[src/pipe_stage.sv]
`timescale 1ns/1ns

module pipe_stage #(
    parameter type payload_t = logic [7:0]
) (
    input  logic     I_sys_clk,
    input  logic     I_rst,
    input  logic     in_valid,
    output logic     in_allowin,
    input  payload_t in_data,
    output logic     out_valid,
    input  logic     out_allowout,
    output payload_t out_data
);

    logic     valid_q;
    payload_t data_q;

    // free slot, or the held item leaves this cycle
    assign in_allowin = !valid_q || out_allowout;
    assign out_valid  = valid_q;
    assign out_data   = data_q;

    always_ff @(posedge I_sys_clk) begin
        if (I_rst) begin
            valid_q <= 1'b0;
        end else if (in_allowin) begin
            valid_q <= in_valid;
        end
    end

    always_ff @(posedge I_sys_clk) begin
        if (in_valid && in_allowin) begin
            data_q <= in_data;
        end
    end

    // upstream must keep a refused item steady until it is taken
    a_hold_stable: assert property (
        @(posedge I_sys_clk) disable iff (I_rst)
        in_valid && !in_allowin |=> in_valid && $stable(in_data)
    );

endmodule

[config.mk]
export PLATFORM = sky130hd
export DESIGN_NAME = pipe_stage
export DESIGN_NICKNAME = d
export VERILOG_FILES = /design/src/pipe_stage.sv
export SDC_FILE = /design/constraint.sdc
export NUM_CORES = 1
export LEC_CHECK = 0
export CORE_AREA = 3 3 40 42
export CTS_CLUSTER_SIZE = 14
export DETAILED_ROUTE_END_ITERATION = 10
export DIE_AREA = 0 0 43 45
export DONT_BUFFER_PORTS = 1
export PLACE_DENSITY_LB_ADDON = 0.25
export SYNTH_ARGS = -nofsm -noshare
export SYNTH_HDL_FRONTEND = slang
export SYNTH_SLANG_ARGS = --single-unit
[constraint.sdc]
create_clock -name I_sys_clk -period 1.5 [get_ports I_sys_clk]
set_input_delay 0.3 -clock I_sys_clk [delete_from_list [all_inputs] [get_ports I_sys_clk]]
set_output_delay 0.3 -clock I_sys_clk [all_outputs]
set_load 0.01 [all_outputs]
==> impl_results.md <==
* # fillers at 132
* Final Hold Vio Count at 0
* # H-tree levels at 1
* Iter 0 DRT Violations at 1
* Clock Skews at 0.00216 ns
* Cell with the most instances after synthesis: edfxtp_1
* Pwr Density at 1460 mW/mm2
* Slew Limit Fails at 0
* I/O pins at 22
* Unique cell type count in the Yosys netlist at 6
* GRT Total Usage at 0.0617
* Synthesized net count at 25
* Hold buffers post-CTS at 0
* Post-synth EDFFs at 8
* Final setup TNS at 0 ns
* CTS tree: built
* Worst path required time at 1.20 ns
* TritonCTS Buffers at 3
* Proportion of layout cells with a drive suffix above 1 at 0.353
* Initial antenna violation count at 0
* Pleak at 0.120 nW
* Internal power at 0.399 mW
* Post_cts resized at 0
* GP Congestion at 0.591
* Slew margin rel. at 0.859
* CP top delay family: flip-flops
* Length of the first detailed-routing pass in iterations at 2
* Reg clk slew, reported paths at 0.06 ns
* Die X at 43 um
* Critical path's slowest cell: dfxtp_1
* Core Area at 0.00128 mm2
* Initial Utilization at 0.230
* Row cnt at 13
* Number of global-route vias before repair at 146
* Crit path capture type: output pin
* Largest net degree at the start of global routing at 9
* DRC violations left at 0
* Worst VDD drop at 0.000720 V
* Sequential area share after synthesis at 0.881
* Crit path launch type: flip-flop
* Sw Ratio at 0.196
* Clock tree sinks at 9
* Global-route wire length before repair at 745 um
* Synth Flop Type: edfxtp_1
* Clk_lat worst skew at 0.25 ns
* Worst Path Max Fanout at 3
* Post-synth top area cell: edfxtp_1
* Synth Instances at 13
* Diodes inserted at 0
* Max Fclk at 0.925 GHz
* Sw power at 0.0973 mW
* Synth top area cells: edfxtp_1 81%, dfxtp_1 6.8%, nand2b_4 4.7%, a21oi_2 3.0%, and2_4 3.0%
* Synthesized area per cell at 22.7 um2
* CTS max path bufs at 2
* Share of the synthesized area in the top cell type at 0.814
* Critical Path AT at 0.78 ns
* Syn Std Cell Area at 295 um2
* Yosys warnings at 0
* CP max stage delay at 0.43 ns
* Least-Margin Pin Slew at 0.212 ns
* Vias per cell at 3.97
* Max Cap Viol at 0
* Final #Nets at 30
* Height of the die at 45 um
* Asr flop ratio synth at 0
* Setup Buffers After CTS at 0
* RSZ-0062 raised after global routing: false
* Drt wl/cell at 16.0 um
* Hold Crit Class: in -> reg
* Min Tclk post-route at 1.08 ns
* Combinational share of power at 0.027
* Status: complete, no violations
* Root buf cell: clkbuf_4
* Yosys reg bits at 9
* Sequential Power Share at 0.616
* Buf/Inv on CP at 0
* Design Power at 0.496 mW
* Total grt overflow at 0
* Crit-path cells: nand2b_4
* Clock power frac at 0.357
* Vias at 127
* # setup viols final at 0
* DIE AREA at 0.00194 mm2
* Layout area overhead at 15.3%
* Post-route ant nets at 0
* IO Port Bufs at 0
* Final wirelength at 512 um
* Class of the most critical setup path: reg -> out
* Final worst-path cycle share at 0.721
-- logic make-up (layout without fill, tap and decap cells) --
group                  count (synthesis)  in the layout  synth area share
AOI/OAI and AO/OA                      1              1            0.0297
buffers and inverters                  1              5            0.0127
DFF                                    9              9             0.881
and+or+nand+nor                        2              2            0.0763
-- layout by cell type, fill, tap and decap left out --
cell type and count:
edfxtp_1 8, clkbuf_4 3, nand2b_4 1, inv_1 1, a21oi_2 1, and2_4 1, clkbuf_1 1, dfxtp_1 1
-- power by group through the flow --
stage	combinational, mW	sequential (mW)	clock [mW]
after floorplan	0.0120	0.308	0
after global placement	0.0135	0.310	0
after detailed placement	0.0139	0.311	0
after CTS	0.0139	0.306	0.189
after global routing	0.0150	0.306	0.212
final	0.0136	0.305	0.177
-- flip-flops by register name, summed over array words and instances, names as in the netlist --
name,flops
out_data,8
out_valid,1
-- through the flow --
step	util	area (um2)	instances	worst slack [ns]	hold slack [ns]
2_1_floorplan	-	295	13	0.568	0.362
3_3_place_gp	0.244	314	28	0.517	0.363
3_5_place_dp	0.244	314	28	0.511	0.367
4_1_cts	0.265	340	32	0.390	0.0879
5_1_grt	0.265	340	32	0.358	0.0750
6_report	0.265	340	32	0.418	0.0996
-- final cells by class --
class	count	area, um2	share of cell area
multi-input combinational	3	31.3	0.0919
inverter	1	3.75	0.0110
clock buffer	4	26.3	0.0772
sequential	9	260	0.765
tap	15	18.8	0.0551
-- routing by layer --
metal / up-vias / track usage / routed length, um
met3: 0 / 0.0956 / 100
met2: 19 / 0.0749 / 214
met5: - / 0 / 0
met1: 53 / 0.0603 / 197
li1: 55 / - / -
met4: 0 / 0 / 0
-- final timing paths --
check / start / endpoint / slack (ns) / cells after the start
max: out_valid / in_allowin / 0.42 / 1
min reg2reg: out_valid / out_valid / 0.57 / 2
max reg2reg: out_valid / out_data[2] / 0.52 / 2
min: I_rst / out_valid / 0.1 / 1
Power figures use the tool's default switching activity.
