**src/pipe_defines.svh**
```systemverilog
`ifndef PIPE_DEFINES_SVH
`define PIPE_DEFINES_SVH

// datapath width
`define PIPE_XLEN 64

// register file index width
`define PIPE_REG_ADDR_W 5

// doubleword index bits of the data memory, 256 entries
`define PIPE_DMEM_AW 8

`endif

```
**src/isa_pkg.sv**
```systemverilog
package isa_pkg;

    // operations handled by this slice
    typedef enum logic [2:0] {
        OP_ADD   = 3'd0,
        OP_SUB   = 3'd1,
        OP_AND   = 3'd2,
        OP_OR    = 3'd3,
        OP_XOR   = 3'd4,
        OP_LOAD  = 3'd5,
        OP_STORE = 3'd6,
        OP_JAL   = 3'd7
    } op_t;

    // writeback data source
    typedef enum logic [1:0] {
        WB_ALU = 2'd0,
        WB_MEM = 2'd1,
        WB_PC4 = 2'd2
    } wb_src_t;

    // load-style access code, bit 2 set means zero extension
    typedef enum logic [2:0] {
        MEM_B  = 3'd0,
        MEM_H  = 3'd1,
        MEM_W  = 3'd2,
        MEM_D  = 3'd3,
        MEM_BU = 3'd4,
        MEM_HU = 3'd5,
        MEM_WU = 3'd6
    } mem_size_t;

endpackage

```
**src/pipe_pkg.sv**
```systemverilog
`include "pipe_defines.svh"

package pipe_pkg;
    import isa_pkg::*;

    // decoded operation entering execute
    typedef struct packed {
        op_t                         op;
        mem_size_t                   size;
        logic [`PIPE_XLEN-1:0]       pc;
        logic [`PIPE_XLEN-1:0]       rs1_data;
        logic [`PIPE_XLEN-1:0]       rs2_data;
        logic [`PIPE_XLEN-1:0]       imm;
        logic [`PIPE_REG_ADDR_W-1:0] rd_addr;
    } id_ex_t;

    // execute result held in the memory stage
    typedef struct packed {
        logic [`PIPE_XLEN-1:0]       alu_out;
        logic [`PIPE_XLEN-1:0]       mem_addr;
        logic [`PIPE_XLEN-1:0]       store_data;
        logic [`PIPE_XLEN/8-1:0]     wstrb;
        // byte mask plus sign flag in the top bit
        logic [`PIPE_XLEN/8:0]       rstrb;
        logic                        mem_wen;
        logic                        mem_rd;
        wb_src_t                     wb_src;
        logic                        reg_wen;
        logic [`PIPE_REG_ADDR_W-1:0] rd_addr;
        logic [`PIPE_XLEN-1:0]       pc;
    } ex_mem_t;

    // writeback record
    typedef struct packed {
        logic [`PIPE_XLEN-1:0]       pc;
        logic [`PIPE_REG_ADDR_W-1:0] rd_addr;
        logic                        reg_wen;
        logic [`PIPE_XLEN-1:0]       wb_data;
    } mem_wb_t;

endpackage

```
**src/load_format.sv**
```systemverilog
`timescale 1ns/1ns
`include "pipe_defines.svh"

module load_format
    import isa_pkg::*;
    import pipe_pkg::*;
(
    input  ex_mem_t               in_data,
    input  logic [`PIPE_XLEN-1:0] rdata,
    output mem_wb_t               out
);

    logic [2:0]              off;
    logic [`PIPE_XLEN/8-1:0] lane;
    logic [`PIPE_XLEN-1:0]   raw;
    logic [`PIPE_XLEN-1:0]   masked;
    logic [`PIPE_XLEN-1:0]   ext;
    logic                    sgn;

    assign off = in_data.mem_addr[2:0];
    assign sgn = in_data.rstrb[`PIPE_XLEN/8];

    always_comb begin
        // move addressed bytes down to lane 0
        raw  = rdata >> {off, 3'b000};
        lane = in_data.rstrb[`PIPE_XLEN/8-1:0] >> off;
        for (int i = 0; i < `PIPE_XLEN/8; i++) begin
            masked[8*i +: 8] = lane[i] ? raw[8*i +: 8] : 8'h00;
        end
        if (lane[7]) begin
            ext = masked;
        end else if (lane[3]) begin
            ext = {{32{sgn & masked[31]}}, masked[31:0]};
        end else if (lane[1]) begin
            ext = {{48{sgn & masked[15]}}, masked[15:0]};
        end else begin
            ext = {{56{sgn & masked[7]}}, masked[7:0]};
        end
    end

    always_comb begin
        out.pc      = in_data.pc;
        out.rd_addr = in_data.rd_addr;
        out.reg_wen = in_data.reg_wen;
        case (in_data.wb_src)
            WB_MEM:  out.wb_data = ext;
            WB_PC4:  out.wb_data = in_data.pc + 64'd4;
            default: out.wb_data = in_data.alu_out;
        endcase
    end

endmodule

```
**config.mk**
```make
export PLATFORM = sky130hd
export DESIGN_NAME = load_format
export DESIGN_NICKNAME = d
export VERILOG_FILES = /design/src/isa_pkg.sv /design/src/pipe_pkg.sv /design/src/load_format.sv
export VERILOG_INCLUDE_DIRS = /design/src
export SDC_FILE = /design/constraint.sdc
export NUM_CORES = 1
export LEC_CHECK = 0
export ABC_AREA = 1
export BUFFER_PORTS_ARGS = -buffer_cell sky130_fd_sc_hd__buf_2
export CAP_MARGIN = 20
export CORE_AREA = 2 2 186 188
export DETAILED_ROUTE_END_ITERATION = 10
export DIE_AREA = 0 0 188 190
export GPL_TIMING_DRIVEN = 0
export SYNTH_ARGS = -nofsm -noshare
export SYNTH_HDL_FRONTEND = slang
export SYNTH_SLANG_ARGS = --single-unit
```
**constraint.sdc**
```tcl
create_clock -name vclk -period 2
set_clock_uncertainty 0.2 [all_clocks]
set_input_delay 0 -clock vclk [all_inputs]
set_output_delay 0 -clock vclk [all_outputs]
set_load 0.01 [all_outputs]
```
==> flow_summary_export.csv <==
group,metric,value,unit
status,status,"finished with violations",
status,failed_checks,"setup timing",
routing,ant_nets,0,
floorplan,boundaryPins,481,
timing,final.setup.worst_slack,-44.87,ps
finish,design_area,10170,um^2
synth,synth-simple-area-share,0.6315,
critical_path,start_kind,"input pin",
synth,yosysSeqAreaShare,0,
synth,yosys.area.top_type,"nand2_1",
routing,route.detailed.drc,0,
finish,layout_commonest_cell,"nand2_1",
finish,drive_gt1_frac,0.3973,
timing,max_clock_freq,489.0,MHz
routing,drt_iter0_drc,908,
job,max_cap_violations,0,
critical_path,cp_slowest_cell,"nand4_1",
placement,detailed_place_hpwl,37.99,mm
synth,syn_nets,1747,
synth,synthCells,1397,
synth,synth.area.mux_share,0.001525,
routing,vias,10920,
placement,gp_congestion,0.9809,
critical_path,crit_arrival,1840,ps
global_routing,antenna_found_initial,0,
finish,fin_nets,2134,
floorplan,core_area,33950,um^2
placement,placed_cell_area,8835,um^2
routing,firstDrtPassIters,5,
synth,synth.cell_area,6564,um^2
power,irDropWorstVdd,0.00008777,V
timing,min_period,2045,ps
synth,synth-compound-area-share,0.1493,
finish,area_growth,54.94,%
critical_path,crit_family,"buffers and inverters",
synth,ys_types,44,
critical_path,worst_path_largest_cell_delay,210,ps
finish,regArea,0,um^2
hold_path,hold_class,"in -> out",
critical_path,cp.required,1800,ps
floorplan,fp.dieH,190,um
finish,num_antenna_cells,0,
global_routing,grt_max_degree,11,
timing,finalSetupViolCount,7,
floorplan,fp.dieW,188,um
global_routing,grt_pass1_vias,10080,
synth,synth_top_family_by_area,"simple AND/OR/NAND/NOR gates",
timing,rsz0062_at_grt,"true",
critical_path,cpMostUsedCell,"buf_8",
timing,period_share,1.022,
global_routing,grt-ovfl-total,0,
timing,hold_viol_final,0,
routing,avgViaCountPerCell,4.882,
floorplan,die-area,35720,um^2
synth,synthAdderAreaFrac,0.005719,
power,report.power.total,2651,uW
critical_path,critPathBufInv,7,
finish,nClkBuffers,0,
critical_path,critical_path_class,"in -> out",
synth,yosys_warnings,0,
routing,routedWlPerCell,19.77,um
global_routing,grt_first_pass_wirelength,62.18,mm
finish,nFlopsAndLatches,0,
floorplan,start_util,0.1934,
critical_path,path_cells,"buf_8, buf_8, buf_12, nand2_1, nand3_2, nand2_2, nand3_4, nand2_4, nor2_4, nand2_4, buf_8, buf_4, buf_8, nand4_1, a21oi_2, buf_2",
timing,relSlewSlack,0.6086,
critical_path,end_kind,"output pin",
synth,synthXorXnorAreaFrac,0.01067,
power,powerDensity,260.7,nW/um^2
power,leakagePower,0.005146,uW
global_routing,grt_use_total,0.2293,
critical_path,worstPathMaxFanout,10,
synth,synth_area_leaders,"nand2_1, nand3_1, buf_4, nor2_1, o21ai_0",
synth,avgSynthCellArea,4.698,um^2
synth,yosysTopAreaCellShare,0.3077,
timing,whs,78.64,ps
routing,finalWirelength,44.22,mm
finish,final_cell_mix,"nand2_1, buf_2, nand3_1",
floorplan,rows,68,
placement,portBuffers,340,
timing,tightest_slew,587.2,ps
timing,maxSlewViolCount,0,
-- where the power goes --
group	total (uW)	internal [uW]	switching, uW
Clock	0	0	0
Combinational	2650	1040	1610
Sequential	0	0	0
-- through the flow --
| stage | util | setup TNS [ps] | instances | worst slack (ps) |
|---|---|---|---|---|
| 6_report | 0.2996 | -96.14 | 2237 | -44.87 |
| 3_3_place_gp | 0.2602 | -21170 | 2192 | -737.7 |
| 3_5_place_dp | 0.2602 | -22930 | 2192 | -709.6 |
| 2_1_floorplan | - | 0 | 1397 | 406.8 |
| 5_1_grt | 0.2996 | -2505 | 2237 | -144.6 |
| 4_1_cts | 0.2765 | -48.48 | 2206 | -32.69 |
-- cells by family after synthesis --
kind of cell               Yosys count
muxes                                1
buffers and inverters              252
xor gates and xnor gates             8
and+or+nand+nor                    958
adders and majority gates            3
AOI/OAI and AO/OA                  175
-- worst min-delay path: stages --
cell,delay [ps]
buf_2,80
nand2_1,40
nand2_1,40
buf_2,120
-- synthesized netlist by cell type, types with 2 or more instances --
library cell and n:
ha_1 3, nor2_2 3, or2_1 2, a31o_2 5
inv_2 3, nor3_1 25, nand4_1 68, a21oi_1 51
nand2_1 538, nand3_1 142, inv_1 107, nor2_1 137
buf_1 6, o21bai_1 4, nand3b_1 2, o211ai_1 11
and2_1 3, o21ai_1 3, nand3_2 6, o21ai_0 90
nand2_4 2, clkbuf_1 26, buf_6 4, nand2_2 4
buf_2 23, xnor2_1 4, buf_4 81, or2_2 21
xor2_1 4, a31oi_1 4, nor2_4 2
-- final cells by class --
class,instances,area (um^2)
Timing Repair Buffer,387,2182
Fill cell,3992,23780
Tap cell,455,569.3
Buffer,140,1061
Inverter,110,417.9
Multi-Input combinational cell,1145,5939
-- worst paths after layout --
| path | from | endpoint | slack, ps | cells after the start |
|---|---|---|---|---|
| hold / removal | in_data[275] | out[56] | 80 | 4 |
| setup / recovery | in_data[155] | out[29] | -40 | 16 |
-- per-layer routing --
| layer | global-route usage | part of all wire |
|---|---|---|
| met5 | 0 | 0 |
| met4 | 0.04906 | 0.026 |
| met3 | 0.01974 | 0.074 |
| met2 | 0.4068 | 0.48 |
| met1 | 0.3013 | 0.42 |
-- repair_timing --
action	4_1_cts	5_1_grt
hold buffers	6	0
pin swaps	29	61
gates cloned	0	6
hold endpoints to repair	6	0
buffers inserted	9	26
resized for setup	151	167
setup endpoints to repair	64	64
Note: power is estimated with default switching activity, not from simulation.
