--- src/pipe_defines.svh ---
`ifndef PIPE_DEFINES_SVH
`define PIPE_DEFINES_SVH

// datapath width
`define PIPE_XLEN 64

// register file index width
`define PIPE_REG_ADDR_W 5

// doubleword index bits of the data memory, 256 entries
`define PIPE_DMEM_AW 8

`endif

--- src/isa_pkg.sv ---
package isa_pkg;

    // operations handled by this slice
    typedef enum logic [2:0] {
        OP_ADD   = 3'd0,
        OP_SUB   = 3'd1,
        OP_AND   = 3'd2,
        OP_OR    = 3'd3,
        OP_XOR   = 3'd4,
        OP_LOAD  = 3'd5,
        OP_STORE = 3'd6,
        OP_JAL   = 3'd7
    } op_t;

    // writeback data source
    typedef enum logic [1:0] {
        WB_ALU = 2'd0,
        WB_MEM = 2'd1,
        WB_PC4 = 2'd2
    } wb_src_t;

    // load-style access code, bit 2 set means zero extension
    typedef enum logic [2:0] {
        MEM_B  = 3'd0,
        MEM_H  = 3'd1,
        MEM_W  = 3'd2,
        MEM_D  = 3'd3,
        MEM_BU = 3'd4,
        MEM_HU = 3'd5,
        MEM_WU = 3'd6
    } mem_size_t;

endpackage

--- src/pipe_pkg.sv ---
`include "pipe_defines.svh"

package pipe_pkg;
    import isa_pkg::*;

    // decoded operation entering execute
    typedef struct packed {
        op_t                         op;
        mem_size_t                   size;
        logic [`PIPE_XLEN-1:0]       pc;
        logic [`PIPE_XLEN-1:0]       rs1_data;
        logic [`PIPE_XLEN-1:0]       rs2_data;
        logic [`PIPE_XLEN-1:0]       imm;
        logic [`PIPE_REG_ADDR_W-1:0] rd_addr;
    } id_ex_t;

    // execute result held in the memory stage
    typedef struct packed {
        logic [`PIPE_XLEN-1:0]       alu_out;
        logic [`PIPE_XLEN-1:0]       mem_addr;
        logic [`PIPE_XLEN-1:0]       store_data;
        logic [`PIPE_XLEN/8-1:0]     wstrb;
        // byte mask plus sign flag in the top bit
        logic [`PIPE_XLEN/8:0]       rstrb;
        logic                        mem_wen;
        logic                        mem_rd;
        wb_src_t                     wb_src;
        logic                        reg_wen;
        logic [`PIPE_REG_ADDR_W-1:0] rd_addr;
        logic [`PIPE_XLEN-1:0]       pc;
    } ex_mem_t;

    // writeback record
    typedef struct packed {
        logic [`PIPE_XLEN-1:0]       pc;
        logic [`PIPE_REG_ADDR_W-1:0] rd_addr;
        logic                        reg_wen;
        logic [`PIPE_XLEN-1:0]       wb_data;
    } mem_wb_t;

endpackage

--- src/exec_unit.sv ---
`timescale 1ns/1ns
`include "pipe_defines.svh"

module exec_unit
    import isa_pkg::*;
    import pipe_pkg::*;
(
    input  id_ex_t  in,
    output ex_mem_t out
);

    logic [`PIPE_XLEN-1:0]   addr_sum;
    logic [`PIPE_XLEN-1:0]   addr_al;
    logic [`PIPE_XLEN-1:0]   alu;
    logic [2:0]              off;
    logic [`PIPE_XLEN/8-1:0] base_mask;
    logic [`PIPE_XLEN/8-1:0] mask;
    logic                    is_load;
    logic                    is_store;

    assign is_load  = (in.op == OP_LOAD);
    assign is_store = (in.op == OP_STORE);
    assign addr_sum = in.rs1_data + in.imm;

    // natural alignment, low address bits dropped per access size
    always_comb begin
        case (in.size[1:0])
            2'd0: begin
                addr_al   = addr_sum;
                base_mask = 8'h01;
            end
            2'd1: begin
                addr_al   = {addr_sum[`PIPE_XLEN-1:1], 1'b0};
                base_mask = 8'h03;
            end
            2'd2: begin
                addr_al   = {addr_sum[`PIPE_XLEN-1:2], 2'b00};
                base_mask = 8'h0f;
            end
            default: begin
                addr_al   = {addr_sum[`PIPE_XLEN-1:3], 3'b000};
                base_mask = 8'hff;
            end
        endcase
    end

    assign off  = addr_al[2:0];
    assign mask = base_mask << off;

    always_comb begin
        case (in.op)
            OP_ADD:  alu = in.rs1_data + in.rs2_data;
            OP_SUB:  alu = in.rs1_data - in.rs2_data;
            OP_AND:  alu = in.rs1_data & in.rs2_data;
            OP_OR:   alu = in.rs1_data | in.rs2_data;
            OP_XOR:  alu = in.rs1_data ^ in.rs2_data;
            // memory ops and jal carry the raw target
            default: alu = addr_sum;
        endcase
    end

    always_comb begin
        out.alu_out    = alu;
        out.mem_addr   = addr_al;
        out.store_data = in.rs2_data << {off, 3'b000};
        out.wstrb      = is_store ? mask : '0;
        out.rstrb      = is_load ? {!in.size[2], mask} : '0;
        out.mem_wen    = is_store;
        out.mem_rd     = is_load;
        out.reg_wen    = !is_store;
        out.rd_addr    = in.rd_addr;
        out.pc         = in.pc;
        if (is_load) begin
            out.wb_src = WB_MEM;
        end else if (in.op == OP_JAL) begin
            out.wb_src = WB_PC4;
        end else begin
            out.wb_src = WB_ALU;
        end
    end

endmodule

--- config.mk ---
export PLATFORM = sky130hd
export DESIGN_NAME = exec_unit
export DESIGN_NICKNAME = d
export VERILOG_FILES = /design/src/isa_pkg.sv /design/src/pipe_pkg.sv /design/src/exec_unit.sv
export VERILOG_INCLUDE_DIRS = /design/src
export SDC_FILE = /design/constraint.sdc
export NUM_CORES = 1
export LEC_CHECK = 0
export BUFFER_PORTS_ARGS = -buffer_cell sky130_fd_sc_hd__buf_4
export CAP_MARGIN = 20
export CORE_MARGIN = 4
export CORE_UTILIZATION = 30
export DETAILED_ROUTE_END_ITERATION = 7
export GPL_ROUTABILITY_DRIVEN = 0
export PLACE_DENSITY_LB_ADDON = 0.15
export SKIP_LAST_GASP = 1
export SYNTH_ARGS = -nofsm -noshare
export SYNTH_HDL_FRONTEND = slang
export SYNTH_SLANG_ARGS = --single-unit
--- constraint.sdc ---
create_clock -name vclk -period 5.55
set_clock_uncertainty 0.05 [all_clocks]
set_input_delay 0 -clock vclk [all_inputs]
set_output_delay 0 -clock vclk [all_outputs]
set_load 0.01 [all_outputs]
==> summary.txt <==
Power and ir drop
  • Combinational cell fraction of total power: 100.0%
  • Pwr Density: roughly 150 mW/mm^2
  • Static leakage power: about 9.2 nW
  • Max VDD drop: between 0.00006 and 0.00007 V
  • Clock power frac: 0%
  • Net Switching: 1.76 mW
  • Sequential share of power: 0%
  • P_int: between 1 and 1.5 mW
  • Sw frac: between 50 and 60%

STA
  • Final Cycle Share: between 90% and 100%
  • WHS: approximately 0.19 ns
  • Max_slew headroom: between 20% and 30%
  • Max Slew Vio Count: 0
  • Tightest Pin Transition: between 1 and 1.5 ns
  • Final setup vio count: 0
  • Max frequency: between 0.15 and 0.2 GHz
  • Post-route minimum period: about 5.3 ns
  • Fin. Hold Viols: 0
  • RSZ-0062 raised after global routing: false
  • Slack of the critical path: between 0.2 and 0.25 ns

Critical path
  • CP arrival: 5.29 ns
  • Slowest stage cell, crit path: a2111oi_2
  • Critical Path Max Stage Delay: between 0.5 and 0.6 ns
  • Worst Setup End Kind: output pin
  • Cell with the most instances on the worst path: nand2_1
  • CP Cell Sequence: buf_4, inv_1, ha_1, nand2_1, nor3_2, nand3_2, nor3_2, nand2_1, nor2_4, a31oi_1, xnor2_1, ha_1, nand2_1, nor3_1, o2111ai_2, a2111oi_2, nor2_1, xnor2_1, nand2_1, a21oi_1, buf_4
  • Req. time, crit path: between 5 and 6 ns
  • Startpoint types: primary input
  • Crit path max fanout: 9
  • Crit Path Class: primary input to output pin

Floorplan
  • Chip Height: 238 um
  • Die W: between 200 and 250 um
  • Num ports: 550
  • Initial cell density of the core: a little under a third
  • Core region area: 0.0526 sq mm
  • Rows: 84
  • Die ar.: around 0.057 sq mm

Layout
  • Clock buf count: 0
  • Most frequent cells in the layout: buf_4, a21oi_1, nor2_1, ha_1, nand2_1
  • Area Growth Syn to Fin: 24.5%
  • Layout fillers: a little under 6000
  • Sequential cell area: 0 sq um
  • Num sequential: 0
  • Commonest non-fill, non-tap cell in the layout: buf_4
  • Fraction of layout cells with a size suffix above 1: 18.6%
  • Final nets: ~3300

Yosys
  • Mapped Area: roughly 0.016 sq mm
  • Ys Warns: 0
  • Post-synth cell types: 101
  • Syn Inst Count: between 2000 and 2500
  • Sequential element share of the synthesized area: 0%
  • Syn_nets: 3005
  • Synth Area per Inst: between 6 and 7 sq um

GRT
  • Largest net degree at the start of global routing: between 150 and 200
  • Vias in the first global route: 18700
  • Grt total ovfl: 0
  • First-pass GRT wire length: between 100000 and 150000 um
  • Antenna violations before repair: 3
  • GRT Util Overall: around a quarter

Flow run
  • Max cap viols: 0

Worst hold path
  • Hold Startpoint: in[263]
  • Worst Hold Endpoint: out[82]
  • Hold crit path type: primary input to output pin
  • Hold path depth: 3

Place
  • Dpl hpwl: roughly 69000 um
  • Dpl ws: -0.0460 ns
  • IO Port Bufs: slightly above 400

Drt
  • Vias per cell: between 5 and 6
  • Drt drc: 0
  • Initial DRC count: 1759
  • DR pass1 iterations: 5
  • Routed Antenna Nets: 0
  • Post-Route WL: 82000 um
  • Avg WL per Cell: 23.6 um
  • Via Count: about 20000

CTS
  • Post-CTS Setup Bufs: 0

Status
  • Status: finished, final reports clean
-- stage by stage --
stage          TNS [ns]  utilization [%]  std cells  area [sq um]  total power [mW]
6_report              0             37.7       3476         19800              2.95
5_1_grt               0             37.7       3476         19800              3.17
4_1_cts               0             37.7       3474         19800              2.91
3_5_place_dp    -0.0460             36.3       3405         19100              2.84
3_3_place_gp          0             36.3       3405         19100              2.83
2_1_floorplan         0                -       2481         15900              1.68
-- layer usage --
metal / track usage (%) / up-vias / part of all wire [%]
li1: - / 9443 / -
met1: 36.8 / 9512 / 43
met2: 44.3 / 1005 / 46
met3: 3.70 / 86 / 8.4
met4: 4.80 / 0 / 2.1
met5: 0 / - / 0
-- how the worst max path moves through the flow --
stage                     slack, ns  depth (start not counted)       end   start
after floorplan                1.71                         17  out[273]  in[74]
after global placement         0.08                         20  out[279]  in[69]
after detailed placement      -0.05                         20  out[279]  in[69]
after global routing           0.04                         21  out[278]  in[69]
final                          0.21                         21  out[278]  in[69]
after CTS                      0.05                         21  out[278]  in[69]
-- area by class of cell --
type / count / area [sq um] / area share, %
Antenna cell: 2 / 5.00 / 0.0253
Inverter: 172 / 646 / 3.26
Multi-Input combinational cell: 2097 / 14200 / 71.8
Tap cell: 688 / 861 / 4.35
Timing Repair Buffer: 517 / 4070 / 20.5
-- power groups by stage --
| stage | clock [mW] | combinational, mW | sequential, mW |
|---|---|---|---|
| 5_1_grt | 0.0000000484 | 3.17 | 0 |
| 4_1_cts | 0 | 2.91 | 0 |
| 6_report | 0.0000000486 | 2.95 | 0 |
| 3_3_place_gp | 0 | 2.83 | 0 |
| 3_5_place_dp | 0 | 2.84 | 0 |
| 2_1_floorplan | 0 | 1.68 | 0 |
-- synth_stat cells (21+ instances only) --
master / number / area share (%)
a21o_1: 59 / 2.8
o21ai_0: 115 / 3.6
and3_1: 24 / 0.94
ha_1: 255 / 20
o22ai_1: 71 / 2.8
xor2_1: 34 / 1.9
inv_1: 166 / 3.9
o21a_1: 94 / 4.4
buf_4: 72 / 3.4
a21oi_1: 290 / 9.1
nor3_1: 34 / 1.1
nand4_1: 36 / 1.4
buf_1: 25 / 0.59
a31oi_1: 31 / 1.2
o21ai_1: 31 / 0.98
nand3_1: 39 / 1.2
clkbuf_1: 99 / 2.3
xnor2_1: 130 / 7.2
nor2_1: 284 / 6.7
o21bai_1: 23 / 1.1
o31ai_1: 22 / 1.0
nand2b_1: 21 / 0.83
nand2_1: 231 / 5.4
or3_1: 21 / 0.83
o211ai_1: 27 / 1.3
-- what timing repair did --
| item | 4_1_cts | 5_1_grt |
|---|---|---|
| setup endpoints to repair | 1 | 12 |
| endpoints found under the hold margin | 69 | 0 |
| gates cloned | 0 | 0 |
| hold buffers | 69 | 0 |
| resized for setup | 1 | 3 |
| pin swaps | 0 | 0 |
-- critical path: cells and delay by family --
| family | cells | cell delay (ns) |
|---|---|---|
| xor gates and xnor gates | 2 | 0.34 |
| AOI/OAI and AO/OA | 4 | 1.27 |
| buffers and inverters | 3 | 0.45 |
| and+or+nand+nor | 10 | 2.56 |
| adders and majority gates | 2 | 0.63 |
-- cells by family (layout without fill, tap and decap cells) --
group	after synthesis	in the layout	synth area share, %
compound gates	877	877	35.3
simple gates	779	779	22.7
buf+inv	384	689	10.9
fa+ha+maj	257	257	20.3
xor+xnor	164	164	9.03
mux	20	20	1.82
other cells	0	2	0
No activity file was read; power rests on OpenSTA's default activity.
